===== config.mk =====
export PLATFORM = sky130hd
export DESIGN_NAME = rv_core
export DESIGN_NICKNAME = d
export VERILOG_FILES = /design/src/rv_pkg.sv /design/src/rv_fetch.sv /design/src/rv_decode.sv /design/src/rv_regs.sv /design/src/rv_exec.sv /design/src/rv_mem_wb.sv /design/src/rv_hazard.sv /design/src/rv_core.sv
export SDC_FILE = /design/constraint.sdc
export NUM_CORES = 2
export LEC_CHECK = 0
export CAP_MARGIN = 20
export CORE_ASPECT_RATIO = 0.5
export CORE_MARGIN = 8
export CORE_UTILIZATION = 25
export DETAILED_ROUTE_END_ITERATION = 8
export DONT_BUFFER_PORTS = 1
export PLACE_DENSITY = 0.37
export SLEW_MARGIN = 20
export SYNTH_ARGS = -nofsm -noshare
export SYNTH_HDL_FRONTEND = slang
export SYNTH_SLANG_ARGS = --single-unit

===== constraint.sdc =====
create_clock -name i_clk -period 8.7 [get_ports i_clk]
set_clock_uncertainty 0.05 [all_clocks]
set_input_delay 1.305 -clock i_clk [delete_from_list [all_inputs] [get_ports i_clk]]
set_output_delay 1.305 -clock i_clk [all_outputs]
set_load 0.005 [all_outputs]

===== src/rv_pkg.sv =====
package rv_pkg;

    localparam int XLEN       = 32;
    localparam int REG_ADDR_W = 5;
    localparam int PC_W       = 30;    // word address, byte bits dropped

    localparam logic [PC_W-1:0] RESET_PC = '0;

    localparam logic [6:0] OPC_OP     = 7'b0110011;
    localparam logic [6:0] OPC_OP_IMM = 7'b0010011;
    localparam logic [6:0] OPC_LUI    = 7'b0110111;
    localparam logic [6:0] OPC_LOAD   = 7'b0000011;
    localparam logic [6:0] OPC_STORE  = 7'b0100011;

    localparam logic [2:0] F3_WORD = 3'b010;    // lw / sw

    localparam logic [31:0] NOP_INSTR = 32'h0000_0013;    // addi x0, x0, 0

    typedef enum logic [3:0] {
        ALU_ADD,
        ALU_SUB,
        ALU_SLL,
        ALU_SLT,
        ALU_SLTU,
        ALU_XOR,
        ALU_SRL,
        ALU_SRA,
        ALU_OR,
        ALU_AND,
        ALU_PASS_B    // lui
    } alu_op_t;

    typedef struct packed {
        logic [6:0]             funct7;
        logic [REG_ADDR_W-1:0]  rs2;
        logic [REG_ADDR_W-1:0]  rs1;
        logic [2:0]             funct3;
        logic [REG_ADDR_W-1:0]  rd;
        logic [6:0]             opcode;
    } r_fmt_t;

    typedef struct packed {
        logic [11:0]            imm;
        logic [REG_ADDR_W-1:0]  rs1;
        logic [2:0]             funct3;
        logic [REG_ADDR_W-1:0]  rd;
        logic [6:0]             opcode;
    } i_fmt_t;

    typedef struct packed {
        logic [6:0]             imm_hi;
        logic [REG_ADDR_W-1:0]  rs2;
        logic [REG_ADDR_W-1:0]  rs1;
        logic [2:0]             funct3;
        logic [4:0]             imm_lo;
        logic [6:0]             opcode;
    } s_fmt_t;

    typedef struct packed {
        logic [19:0]            imm;
        logic [REG_ADDR_W-1:0]  rd;
        logic [6:0]             opcode;
    } u_fmt_t;

    typedef union packed {
        r_fmt_t r;
        i_fmt_t i;
        s_fmt_t s;
        u_fmt_t u;
    } instr_t;

    typedef enum logic [1:0] {
        FWD_REG,
        FWD_MEM,
        FWD_WB
    } fwd_sel_t;

    typedef struct packed {
        logic [REG_ADDR_W-1:0]  rs1;
        logic [REG_ADDR_W-1:0]  rs2;
        logic [REG_ADDR_W-1:0]  rd;
        logic [XLEN-1:0]        imm;
        alu_op_t                alu_op;
        logic                   use_imm;
        logic                   reg_write;
        logic                   mem_read;
        logic                   mem_write;
    } dec_exec_t;

    typedef struct packed {
        logic [XLEN-1:0]        result;
        logic [XLEN-1:0]        store_data;
        logic [REG_ADDR_W-1:0]  rd;
        logic                   reg_write;
        logic                   mem_read;
        logic                   mem_write;
    } exec_mem_t;

    typedef struct packed {
        logic [REG_ADDR_W-1:0]  rd;
        logic [XLEN-1:0]        data;
        logic                   reg_write;
    } wb_t;

    typedef struct packed {
        logic [XLEN-1:0]        addr;
        logic [XLEN-1:0]        wdata;
        logic                   we;
    } dmem_req_t;

endpackage


===== src/rv_fetch.sv =====
`timescale 1ns/10ps

module rv_fetch
(
    input   logic                       i_clk,
    input   logic                       i_reset,
    input   logic                       i_stall,
    output  logic [rv_pkg::PC_W-1:0]    o_pc
);

    import rv_pkg::*;

    logic [PC_W-1:0]    r_pc;

    always_ff @(posedge i_clk)
    begin
        if (i_reset)
            r_pc <= RESET_PC;
        else if (!i_stall)
            r_pc <= r_pc + 1'b1;    // one word per cycle
    end

    assign o_pc = r_pc;

    // a held pc keeps imem re-reading the next word while decode holds its own
    a_pc_hold: assert property (@(posedge i_clk) disable iff (i_reset)
        i_stall |=> $stable(r_pc));

endmodule


===== src/rv_decode.sv =====
`timescale 1ns/10ps

module rv_decode
(
    input   logic                           i_clk,
    input   logic                           i_reset,
    input   logic                           i_stall,
    input   rv_pkg::instr_t                 i_instr,
    input   logic [rv_pkg::PC_W-1:0]        i_pc,
    output  logic [rv_pkg::REG_ADDR_W-1:0]  o_rs1,
    output  logic [rv_pkg::REG_ADDR_W-1:0]  o_rs2,
    output  rv_pkg::dec_exec_t              o_ctrl
);

    import rv_pkg::*;

    logic               r_valid;
    logic               r_hold;     // word held since the last stall
    instr_t             r_instr;
    logic [PC_W-1:0]    r_pc;       // address of the word in decode
    instr_t             w_instr;
    dec_exec_t          w_ctrl;

    function automatic alu_op_t alu_sel(input logic [2:0] funct3, input logic alt);
        case (funct3)
            3'b000:  return alt ? ALU_SUB : ALU_ADD;
            3'b001:  return ALU_SLL;
            3'b010:  return ALU_SLT;
            3'b011:  return ALU_SLTU;
            3'b100:  return ALU_XOR;
            3'b101:  return alt ? ALU_SRA : ALU_SRL;
            3'b110:  return ALU_OR;
            default: return ALU_AND;
        endcase
    endfunction

    always_ff @(posedge i_clk)
    begin
        if (i_reset)
        begin
            r_valid <= 1'b0;
            r_hold  <= 1'b0;
        end
        else
        begin
            r_hold <= i_stall;
            if (!i_stall)
                r_valid <= 1'b1;
        end
    end

    // imem moves on to the next word during a stall
    always_ff @(posedge i_clk)
    begin
        if (!r_hold)
            r_instr <= i_instr;
        if (!i_stall)
            r_pc <= i_pc;
    end

    assign w_instr = r_hold ? r_instr : i_instr;

    always_comb
    begin
        w_ctrl = '0;    // no-op unless decoded below
        case (w_instr.r.opcode)
            OPC_OP:
            begin
                w_ctrl.rs1       = w_instr.r.rs1;
                w_ctrl.rs2       = w_instr.r.rs2;
                w_ctrl.rd        = w_instr.r.rd;
                w_ctrl.alu_op    = alu_sel(w_instr.r.funct3, w_instr.r.funct7[5]);
                w_ctrl.reg_write = 1'b1;
            end
            OPC_OP_IMM:
            begin
                w_ctrl.rs1       = w_instr.i.rs1;
                w_ctrl.rd        = w_instr.i.rd;
                w_ctrl.imm       = {{20{w_instr.i.imm[11]}}, w_instr.i.imm};
                w_ctrl.use_imm   = 1'b1;
                // only srai uses imm bit 10 as the alternate bit
                w_ctrl.alu_op    = alu_sel(w_instr.i.funct3,
                                           w_instr.i.funct3 == 3'b101 && w_instr.i.imm[10]);
                w_ctrl.reg_write = 1'b1;
            end
            OPC_LUI:
            begin
                w_ctrl.rd        = w_instr.u.rd;
                w_ctrl.imm       = {w_instr.u.imm, 12'b0};
                w_ctrl.use_imm   = 1'b1;
                w_ctrl.alu_op    = ALU_PASS_B;
                w_ctrl.reg_write = 1'b1;
            end
            OPC_LOAD:
            begin
                if (w_instr.i.funct3 == F3_WORD)
                begin
                    w_ctrl.rs1       = w_instr.i.rs1;
                    w_ctrl.rd        = w_instr.i.rd;
                    w_ctrl.imm       = {{20{w_instr.i.imm[11]}}, w_instr.i.imm};
                    w_ctrl.use_imm   = 1'b1;
                    w_ctrl.reg_write = 1'b1;
                    w_ctrl.mem_read  = 1'b1;
                end
            end
            OPC_STORE:
            begin
                if (w_instr.s.funct3 == F3_WORD)
                begin
                    w_ctrl.rs1       = w_instr.s.rs1;
                    w_ctrl.rs2       = w_instr.s.rs2;
                    w_ctrl.imm       = {{20{w_instr.s.imm_hi[6]}}, w_instr.s.imm_hi,
                                        w_instr.s.imm_lo};
                    w_ctrl.use_imm   = 1'b1;
                    w_ctrl.mem_write = 1'b1;
                end
            end
            default: ;
        endcase
        if (!r_valid)
            w_ctrl = '0;
    end

    assign o_ctrl = w_ctrl;
    assign o_rs1  = w_ctrl.rs1;    // zero when the field is unused
    assign o_rs2  = w_ctrl.rs2;

    // fetch stays exactly one word ahead of decode, stalls included
    a_pc_lead: assert property (@(posedge i_clk) disable iff (i_reset)
        r_valid |-> i_pc == r_pc + 1'b1);

endmodule


===== src/rv_regs.sv =====
`timescale 1ns/10ps

module rv_regs
(
    input   logic                           i_clk,
    input   logic [rv_pkg::REG_ADDR_W-1:0]  i_rs1,
    input   logic [rv_pkg::REG_ADDR_W-1:0]  i_rs2,
    input   rv_pkg::wb_t                    i_wb,
    output  logic [rv_pkg::XLEN-1:0]        o_data1,
    output  logic [rv_pkg::XLEN-1:0]        o_data2
);

    import rv_pkg::*;

    logic [XLEN-1:0]    r_regs [0:31];    // entry 0 never written

    function automatic logic [XLEN-1:0] read_port(input logic [REG_ADDR_W-1:0] idx);
        if (idx == '0)
            return '0;
        if (i_wb.reg_write && i_wb.rd == idx)
            return i_wb.data;    // write first
        return r_regs[idx];
    endfunction

    always_ff @(posedge i_clk)
    begin
        if (i_wb.reg_write && i_wb.rd != '0)
            r_regs[i_wb.rd] <= i_wb.data;
    end

    always_comb
    begin
        o_data1 = read_port(i_rs1);
        o_data2 = read_port(i_rs2);
    end

    a_x0_zero: assert property (@(posedge i_clk)
        (i_rs1 == '0 |-> o_data1 == '0) and (i_rs2 == '0 |-> o_data2 == '0));

endmodule


===== src/rv_exec.sv =====
`timescale 1ns/10ps

module rv_exec
(
    input   logic                       i_clk,
    input   logic                       i_reset,
    input   logic                       i_stall,
    input   logic                       i_bubble,
    input   rv_pkg::dec_exec_t          i_ctrl,
    input   logic [rv_pkg::XLEN-1:0]    i_rs1_val,
    input   logic [rv_pkg::XLEN-1:0]    i_rs2_val,
    input   rv_pkg::fwd_sel_t           i_fwd_a,
    input   rv_pkg::fwd_sel_t           i_fwd_b,
    input   logic [rv_pkg::XLEN-1:0]    i_mem_fwd,
    input   rv_pkg::wb_t                i_wb,
    output  rv_pkg::dec_exec_t          o_ctrl,
    output  rv_pkg::exec_mem_t          o_out
);

    import rv_pkg::*;

    dec_exec_t          r_ctrl;
    logic [XLEN-1:0]    r_rs1_val;
    logic [XLEN-1:0]    r_rs2_val;
    logic [XLEN-1:0]    w_op_a;
    logic [XLEN-1:0]    w_rs2_fwd;
    logic [XLEN-1:0]    w_op_b;
    logic [XLEN-1:0]    w_result;

    function automatic logic [XLEN-1:0] fwd_mux(input fwd_sel_t sel,
                                                 input logic [XLEN-1:0] held,
                                                 input logic [XLEN-1:0] mem_val,
                                                 input logic [XLEN-1:0] wb_val);
        case (sel)
            FWD_MEM: return mem_val;
            FWD_WB:  return wb_val;
            default: return held;
        endcase
    endfunction

    always_ff @(posedge i_clk)
    begin
        if (i_reset)
            r_ctrl <= '0;
        else if (!i_stall)
            r_ctrl <= i_bubble ? '0 : i_ctrl;    // bubble on load-use
    end

    always_ff @(posedge i_clk)
    begin
        if (!i_stall)
        begin
            r_rs1_val <= i_rs1_val;
            r_rs2_val <= i_rs2_val;
        end
    end

    always_comb
    begin
        w_op_a    = fwd_mux(i_fwd_a, r_rs1_val, i_mem_fwd, i_wb.data);
        w_rs2_fwd = fwd_mux(i_fwd_b, r_rs2_val, i_mem_fwd, i_wb.data);
        w_op_b    = r_ctrl.use_imm ? r_ctrl.imm : w_rs2_fwd;
    end

    always_comb
    begin
        case (r_ctrl.alu_op)
            ALU_ADD:  w_result = w_op_a + w_op_b;
            ALU_SUB:  w_result = w_op_a - w_op_b;
            ALU_SLL:  w_result = w_op_a << w_op_b[4:0];
            ALU_SLT:  w_result = {31'b0, $signed(w_op_a) < $signed(w_op_b)};
            ALU_SLTU: w_result = {31'b0, w_op_a < w_op_b};
            ALU_XOR:  w_result = w_op_a ^ w_op_b;
            ALU_SRL:  w_result = w_op_a >> w_op_b[4:0];
            ALU_SRA:  w_result = $signed(w_op_a) >>> w_op_b[4:0];
            ALU_OR:   w_result = w_op_a | w_op_b;
            ALU_AND:  w_result = w_op_a & w_op_b;
            default:  w_result = w_op_b;    // pass b
        endcase
    end

    assign o_ctrl = r_ctrl;

    always_comb
    begin
        o_out.result     = w_result;
        o_out.store_data = w_rs2_fwd;
        o_out.rd         = r_ctrl.rd;
        o_out.reg_write  = r_ctrl.reg_write;
        o_out.mem_read   = r_ctrl.mem_read;
        o_out.mem_write  = r_ctrl.mem_write;
    end

endmodule


===== src/rv_mem_wb.sv =====
`timescale 1ns/10ps

module rv_mem_wb
(
    input   logic                           i_clk,
    input   logic                           i_reset,
    input   logic                           i_stall,
    input   rv_pkg::exec_mem_t              i_in,
    output  rv_pkg::dmem_req_t              o_dmem_req,
    output  logic                           o_dmem_valid,
    input   logic                           i_dmem_ack,
    input   logic [rv_pkg::XLEN-1:0]        i_dmem_rdata,
    output  logic [rv_pkg::XLEN-1:0]        o_mem_fwd,
    output  logic [rv_pkg::REG_ADDR_W-1:0]  o_mem_rd,
    output  logic                           o_mem_write_en,
    output  rv_pkg::wb_t                    o_wb
);

    import rv_pkg::*;

    exec_mem_t  r_mem;
    wb_t        r_wb;

    // both registers hold while the data access waits
    always_ff @(posedge i_clk)
    begin
        if (!i_stall)
        begin
            r_mem        <= i_in;
            r_wb.rd      <= r_mem.rd;
            r_wb.data    <= r_mem.mem_read ? i_dmem_rdata : r_mem.result;
            r_wb.reg_write <= r_mem.reg_write;
        end
        if (i_reset)
        begin
            r_mem.reg_write <= 1'b0;
            r_mem.mem_read  <= 1'b0;
            r_mem.mem_write <= 1'b0;
            r_wb.reg_write  <= 1'b0;
        end
    end

    always_comb
    begin
        o_dmem_req.addr  = r_mem.result;
        o_dmem_req.wdata = r_mem.store_data;
        o_dmem_req.we    = r_mem.mem_write;
    end

    assign o_dmem_valid   = r_mem.mem_read | r_mem.mem_write;
    assign o_mem_fwd      = r_mem.result;
    assign o_mem_rd       = r_mem.rd;
    assign o_mem_write_en = r_mem.reg_write;
    assign o_wb           = r_wb;

    a_word_addr: assert property (@(posedge i_clk) disable iff (i_reset)
        o_dmem_valid |-> o_dmem_req.addr[1:0] == 2'b00);

    // the hazard unit must hold this stage until the ack
    a_req_stable: assert property (@(posedge i_clk) disable iff (i_reset)
        o_dmem_valid && !i_dmem_ack |=> o_dmem_valid && $stable(o_dmem_req));

endmodule


===== src/rv_hazard.sv =====
`timescale 1ns/10ps

module rv_hazard
(
    input   logic [rv_pkg::REG_ADDR_W-1:0]  i_rs1,
    input   logic [rv_pkg::REG_ADDR_W-1:0]  i_rs2,
    input   rv_pkg::dec_exec_t              i_exec,
    input   logic [rv_pkg::REG_ADDR_W-1:0]  i_mem_rd,
    input   logic                           i_mem_write_en,
    input   logic [rv_pkg::REG_ADDR_W-1:0]  i_wb_rd,
    input   logic                           i_wb_write_en,
    input   logic                           i_dmem_valid,
    input   logic                           i_dmem_ack,
    output  rv_pkg::fwd_sel_t               o_fwd_a,
    output  rv_pkg::fwd_sel_t               o_fwd_b,
    output  logic                           o_load_stall,
    output  logic                           o_bus_stall
);

    import rv_pkg::*;

    function automatic fwd_sel_t fwd_src(input logic [REG_ADDR_W-1:0] rs);
        if (rs == '0)
            return FWD_REG;
        if (i_mem_write_en && i_mem_rd == rs)
            return FWD_MEM;    // youngest result wins
        if (i_wb_write_en && i_wb_rd == rs)
            return FWD_WB;
        return FWD_REG;
    endfunction

    always_comb
    begin
        o_fwd_a = fwd_src(i_exec.rs1);
        o_fwd_b = fwd_src(i_exec.rs2);
    end

    // unused rs fields come from decode as zero
    assign o_load_stall = i_exec.mem_read && i_exec.rd != '0 &&
                          (i_exec.rd == i_rs1 || i_exec.rd == i_rs2);

    assign o_bus_stall = i_dmem_valid & ~i_dmem_ack;

endmodule


===== src/rv_core.sv =====
`timescale 1ns/10ps

module rv_core
(
    input   logic                       i_clk,
    input   logic                       i_reset,
    output  logic [rv_pkg::PC_W-1:0]    o_imem_addr,
    input   logic [rv_pkg::XLEN-1:0]    i_imem_data,
    output  rv_pkg::dmem_req_t          o_dmem_req,
    output  logic                       o_dmem_valid,
    input   logic                       i_dmem_ack,
    input   logic [rv_pkg::XLEN-1:0]    i_dmem_rdata
);

    import rv_pkg::*;

    logic [PC_W-1:0]        w_fetch_pc;
    logic [REG_ADDR_W-1:0]  w_dec_rs1;
    logic [REG_ADDR_W-1:0]  w_dec_rs2;
    dec_exec_t              w_dec_ctrl;
    logic [XLEN-1:0]        w_reg_data1;
    logic [XLEN-1:0]        w_reg_data2;
    dec_exec_t              w_exec_ctrl;
    exec_mem_t              w_exec_out;
    logic [XLEN-1:0]        w_mem_fwd;
    logic [REG_ADDR_W-1:0]  w_mem_rd;
    logic                   w_mem_write_en;
    wb_t                    w_wb;
    fwd_sel_t               w_fwd_a;
    fwd_sel_t               w_fwd_b;
    logic                   w_load_stall;
    logic                   w_bus_stall;
    logic                   w_front_stall;

    assign w_front_stall = w_load_stall | w_bus_stall;    // fetch and decode
    assign o_imem_addr   = w_fetch_pc;

    rv_fetch u_fetch
    (
        .i_clk          (i_clk),
        .i_reset        (i_reset),
        .i_stall        (w_front_stall),
        .o_pc           (w_fetch_pc)
    );

    rv_decode u_decode
    (
        .i_clk          (i_clk),
        .i_reset        (i_reset),
        .i_stall        (w_front_stall),
        .i_instr        (i_imem_data),
        .i_pc           (w_fetch_pc),
        .o_rs1          (w_dec_rs1),
        .o_rs2          (w_dec_rs2),
        .o_ctrl         (w_dec_ctrl)
    );

    rv_regs u_regs
    (
        .i_clk          (i_clk),
        .i_rs1          (w_dec_rs1),
        .i_rs2          (w_dec_rs2),
        .i_wb           (w_wb),
        .o_data1        (w_reg_data1),
        .o_data2        (w_reg_data2)
    );

    rv_exec u_exec
    (
        .i_clk          (i_clk),
        .i_reset        (i_reset),
        .i_stall        (w_bus_stall),
        .i_bubble       (w_load_stall),
        .i_ctrl         (w_dec_ctrl),
        .i_rs1_val      (w_reg_data1),
        .i_rs2_val      (w_reg_data2),
        .i_fwd_a        (w_fwd_a),
        .i_fwd_b        (w_fwd_b),
        .i_mem_fwd      (w_mem_fwd),
        .i_wb           (w_wb),
        .o_ctrl         (w_exec_ctrl),
        .o_out          (w_exec_out)
    );

    rv_mem_wb u_mem_wb
    (
        .i_clk          (i_clk),
        .i_reset        (i_reset),
        .i_stall        (w_bus_stall),
        .i_in           (w_exec_out),
        .o_dmem_req     (o_dmem_req),
        .o_dmem_valid   (o_dmem_valid),
        .i_dmem_ack     (i_dmem_ack),
        .i_dmem_rdata   (i_dmem_rdata),
        .o_mem_fwd      (w_mem_fwd),
        .o_mem_rd       (w_mem_rd),
        .o_mem_write_en (w_mem_write_en),
        .o_wb           (w_wb)
    );

    rv_hazard u_hazard
    (
        .i_rs1          (w_dec_rs1),
        .i_rs2          (w_dec_rs2),
        .i_exec         (w_exec_ctrl),
        .i_mem_rd       (w_mem_rd),
        .i_mem_write_en (w_mem_write_en),
        .i_wb_rd        (w_wb.rd),
        .i_wb_write_en  (w_wb.reg_write),
        .i_dmem_valid   (o_dmem_valid),
        .i_dmem_ack     (i_dmem_ack),
        .o_fwd_a        (w_fwd_a),
        .o_fwd_b        (w_fwd_b),
        .o_load_stall   (w_load_stall),
        .o_bus_stall    (w_bus_stall)
    );

endmodule


==> flow_summary.toml <==
[min_path]
min_path_cells = 2
worstHoldEndpoint = "u_exec.o_ctrl[8]"
hold_class = "reg2reg"
min-delay-start = "u_exec.o_ctrl[8]"

[yosys]
synth_ff_type = "edfxtp_1"
synth-seq-cells = 1317
synth-edff-count = 1194
synth_top_area_share = 0.5043
synth_area_per_cell_um2 = 10.18
synthXorXnorAreaFrac = 0.008993
synthTopCellsByArea = "edfxtp_1 50%, nand2_1 6.8%, mux2i_1 4.3%, dfxtp_1 3.5%, nand3_1 2.8%"
yosysWarnings = 0
ys_seq_area_frac = 0.5390
synth_compound_area_frac = 0.1791
synth-simple-area-share = 0.1504
netlist_instances = 6985
ys_async_sr_fraction = 0
synthMuxAreaShare = 0.05711
ys_types = 103
netlist_area_um2 = 71090
synth_top_family_by_area = "compound AO/OA/AOI/OAI gates"
synth_top_area_cell = "edfxtp_1"
synth_fa_ha_area_frac = 0.01887

[critical_path]
cp.arrival_ns = 7.47
crit_path_end_kind = "register"
path_max_fanout = 51
cp_data_required_time_ns = 9.20
critical_path_class = "reg2reg"
r2r_slack_ns = 1.73
reg2reg_to = "u_mem_wb.o_mem_fwd[17]"
r2r_cells = 18
critPathLaunchType = "register"
regToRegStartpoint = "u_mem_wb.o_wb[37]"

[sta]
fmax_mhz = 143.4
worstMarginPinSlew_ns = 1.288
rsz0062_at_grt = "no"
fin_crit_ns = 6.974
hold_viol = 0
relSlewSlack = 0.1354
fin_crit_sh = 0.8016
report.final.slew_viol_count = 0
fin_setup_tns_ns = 0
report.final.setup_viol = 0

[run_status]
outcome = "completed"

[global_routing]
antenna_found_initial = 50
grtUsageTotal = 0.2375
grt_max_degree = 129
grt_overflow = 0
first_global_vias = 57010
grt_pass1_wl_mm = 504.3

[cts]
cts_max_level = 4
cts.sink_count = 1317
postCtsSetupRepairBufs = 0
root_buffer = "clkbuf_16"
numCtsBuffers = 155
clk_pin_slew_ns = 0.08
clkLatencyLatePin_ns = 0.86
cts.path.max_buffers = 4
post_cts_resize_count = 0
ctsHoldBuffers = 0
tritoncts = "yes"

[die]
dieWidth_um = 770.2
coreArea_um2 = 282800
die_h_um = 393.1
start_util = 0.2514
die_area_um2 = 302700
fp-row-count = 138
ioPinCount = 163

[drt]
routed_wl_mm = 376.8
viasPerCell = 5.723
drtIter0Drc = 8924
final_antenna_net_count = 0
drc = 0
drt_first_pass_iters = 6
wire_per_inst_um = 35.20
num_vias = 61260

[pwr]
p_leak_uw = 0.02844
power.net_switching_uw = 3157
ir_worst_vdd_mv = 0.1332
power.share.switching = 0.2331
powerDensity_nw_per_um2 = 167.9
p_total_uw = 13540
clkPwrFrac = 0.461
seqPwrFrac = 0.507
p_int_uw = 10390
comb_power_share = 0.032

[layout]
final_net_count = 6978
drive_above_1_share = 0.09926
areaGrowthSynthToFinish_pct = 13.48

[placement]
numPortBuffers = 0
routabilityCongestion = 0.9459
dp_hpwl_mm = 234.3

[job]
max_cap_viol_count = 0
-- placed cells by master (no fill, tap or decap), types with 75 or more instances in the layout --
cell and count:
nand2_1 1282, edfxtp_1 1194, nand3_1 389, nor2_1 343
a21oi_1 343, mux2i_1 299, o21ai_0 283, buf_4 236
a31oi_1 185, o221ai_1 182, o22ai_1 171, clkbuf_16 159
inv_1 135, a22oi_1 120, dfxtp_1 120, ha_1 102
mux2_2 81, nor3_1 79, a221oi_1 79, o21ai_1 75
-- sequential cells by signal, indices dropped and copies added (netlist names) --
register and flops:
u_fetch.o_pc 30, u_decode.r_hold 1, u_mem_wb.o_mem_write_en 1, u_exec.o_ctrl 55
u_exec.r_rs1_val 32, u_mem_wb.o_wb 38, u_mem_wb.o_mem_fwd 32, u_mem_wb.o_mem_rd 5
u_regs.r_regs 1024, u_mem_wb.o_dmem_req 33, u_mem_wb.r_mem 1, u_exec.r_rs2_val 32
u_decode.r_instr 32, u_decode.r_valid 1
-- stage by stage --
stage	hold WS, ns	area (µm²)	worst slack (ns)	std cells	utilization
5_1_grt	0.4335	80650	1.233	10690	0.2852
4_1_cts	0.4097	80620	1.879	10690	0.2851
6_report	0.4077	80680	1.726	10700	0.2853
2_1_floorplan	0.3564	71210	2.436	7016	-
3_3_place_gp	0.3833	76060	1.907	10430	0.2689
3_5_place_dp	0.3940	76060	1.893	10430	0.2689
-- area by class of cell --
type	count	area [µm²]
Antenna cell	13	32.53
Clock buffer	195	4124
Clock inverter	68	434.2
Fill cell	29470	202200
Inverter	150	585.6
Multi-Input combinational cell	4925	30280
Sequential cell	1317	38320
Tap cell	3780	4730
Timing Repair Buffer	256	2172
-- per-layer routing --
layer  share of wire  vias to the layer above  track usage
met3           0.091                      643      0.04956
li1                -                    26020            -
met5         0.00016                        -            0
met4           0.044                        8      0.09382
met2            0.43                     3307       0.3575
met1            0.44                    31280       0.3324
-- synthesized netlist by cell type, types with 23 or more instances --
cell type  number
a211oi_1       37
a21o_1         23
a21oi_1       343
a221o_1        24
a221oi_1       79
a22oi_1       120
a311oi_1       23
a31oi_1       186
a32o_1         43
and3_1         51
buf_1          68
buf_2          76
buf_4          69
clkbuf_1      405
dfxtp_1       123
edfxtp_1     1194
ha_1          104
inv_1         140
mux2_2         81
mux2i_1       303
nand2_1      1289
nand2b_1       32
nand3_1       391
nand4_1        56
nor2_1        379
nor3_1         84
nor4_1         33
o211ai_1       56
o21ai_0       288
o21ai_1        80
o221ai_1      184
o22a_1         32
o22ai_1       172
or3_1          29
xnor2_1        42
xor2_1         31
-- power by group through the flow --
stage	Sequential, µW	Clock [µW]	Combinational (µW)
2_1_floorplan	6990	0	230
3_3_place_gp	7000	0	430
6_report	6860	6240	439
4_1_cts	6860	6360	428
5_1_grt	6860	6590	456
3_5_place_dp	7000	0	427
-- cell families after synthesis --
family                     count (synthesis)
and+or+nand+nor                         2450
AOI/OAI and AO/OA                       1874
DFF                                     1317
buffers and inverters                    774
muxes                                    390
adders and majority gates                106
xor gates and xnor gates                  73
other                                      1
-- worst max path at each step --
stage          slack [ns]         startpoint                     end  cells past startpoint
6_report             1.73  u_mem_wb.o_wb[37]  u_mem_wb.o_mem_fwd[17]                     18
3_3_place_gp         1.91  u_mem_wb.o_wb[36]  u_mem_wb.o_mem_fwd[27]                     21
2_1_floorplan        2.44  u_mem_wb.o_wb[36]  u_mem_wb.o_mem_fwd[27]                     23
4_1_cts              1.88  u_mem_wb.o_wb[36]  u_mem_wb.o_mem_fwd[27]                     18
5_1_grt              1.23  u_mem_wb.o_wb[36]  u_mem_wb.o_mem_fwd[27]                     18
3_5_place_dp         1.89  u_mem_wb.o_wb[36]  u_mem_wb.o_mem_fwd[27]                     18
-- worst max-delay path, cell delays in order (launching register included) --
cell	delay, ns
edfxtp_1	0.62
xor2_1	0.23
nor3_1	0.23
nand3_1	0.10
or3_1	0.38
ha_2	0.89
nor3b_1	0.26
a221o_2	0.20
buf_4	0.59
inv_2	0.41
ha_1	0.36
o211a_1	0.29
o311ai_0	0.65
nand3_1	0.28
a21oi_1	0.27
o31ai_1	0.11
mux2i_1	0.35
o22ai_1	0.12
a21o_1	0.20
(Power assumes the default switching activity.)
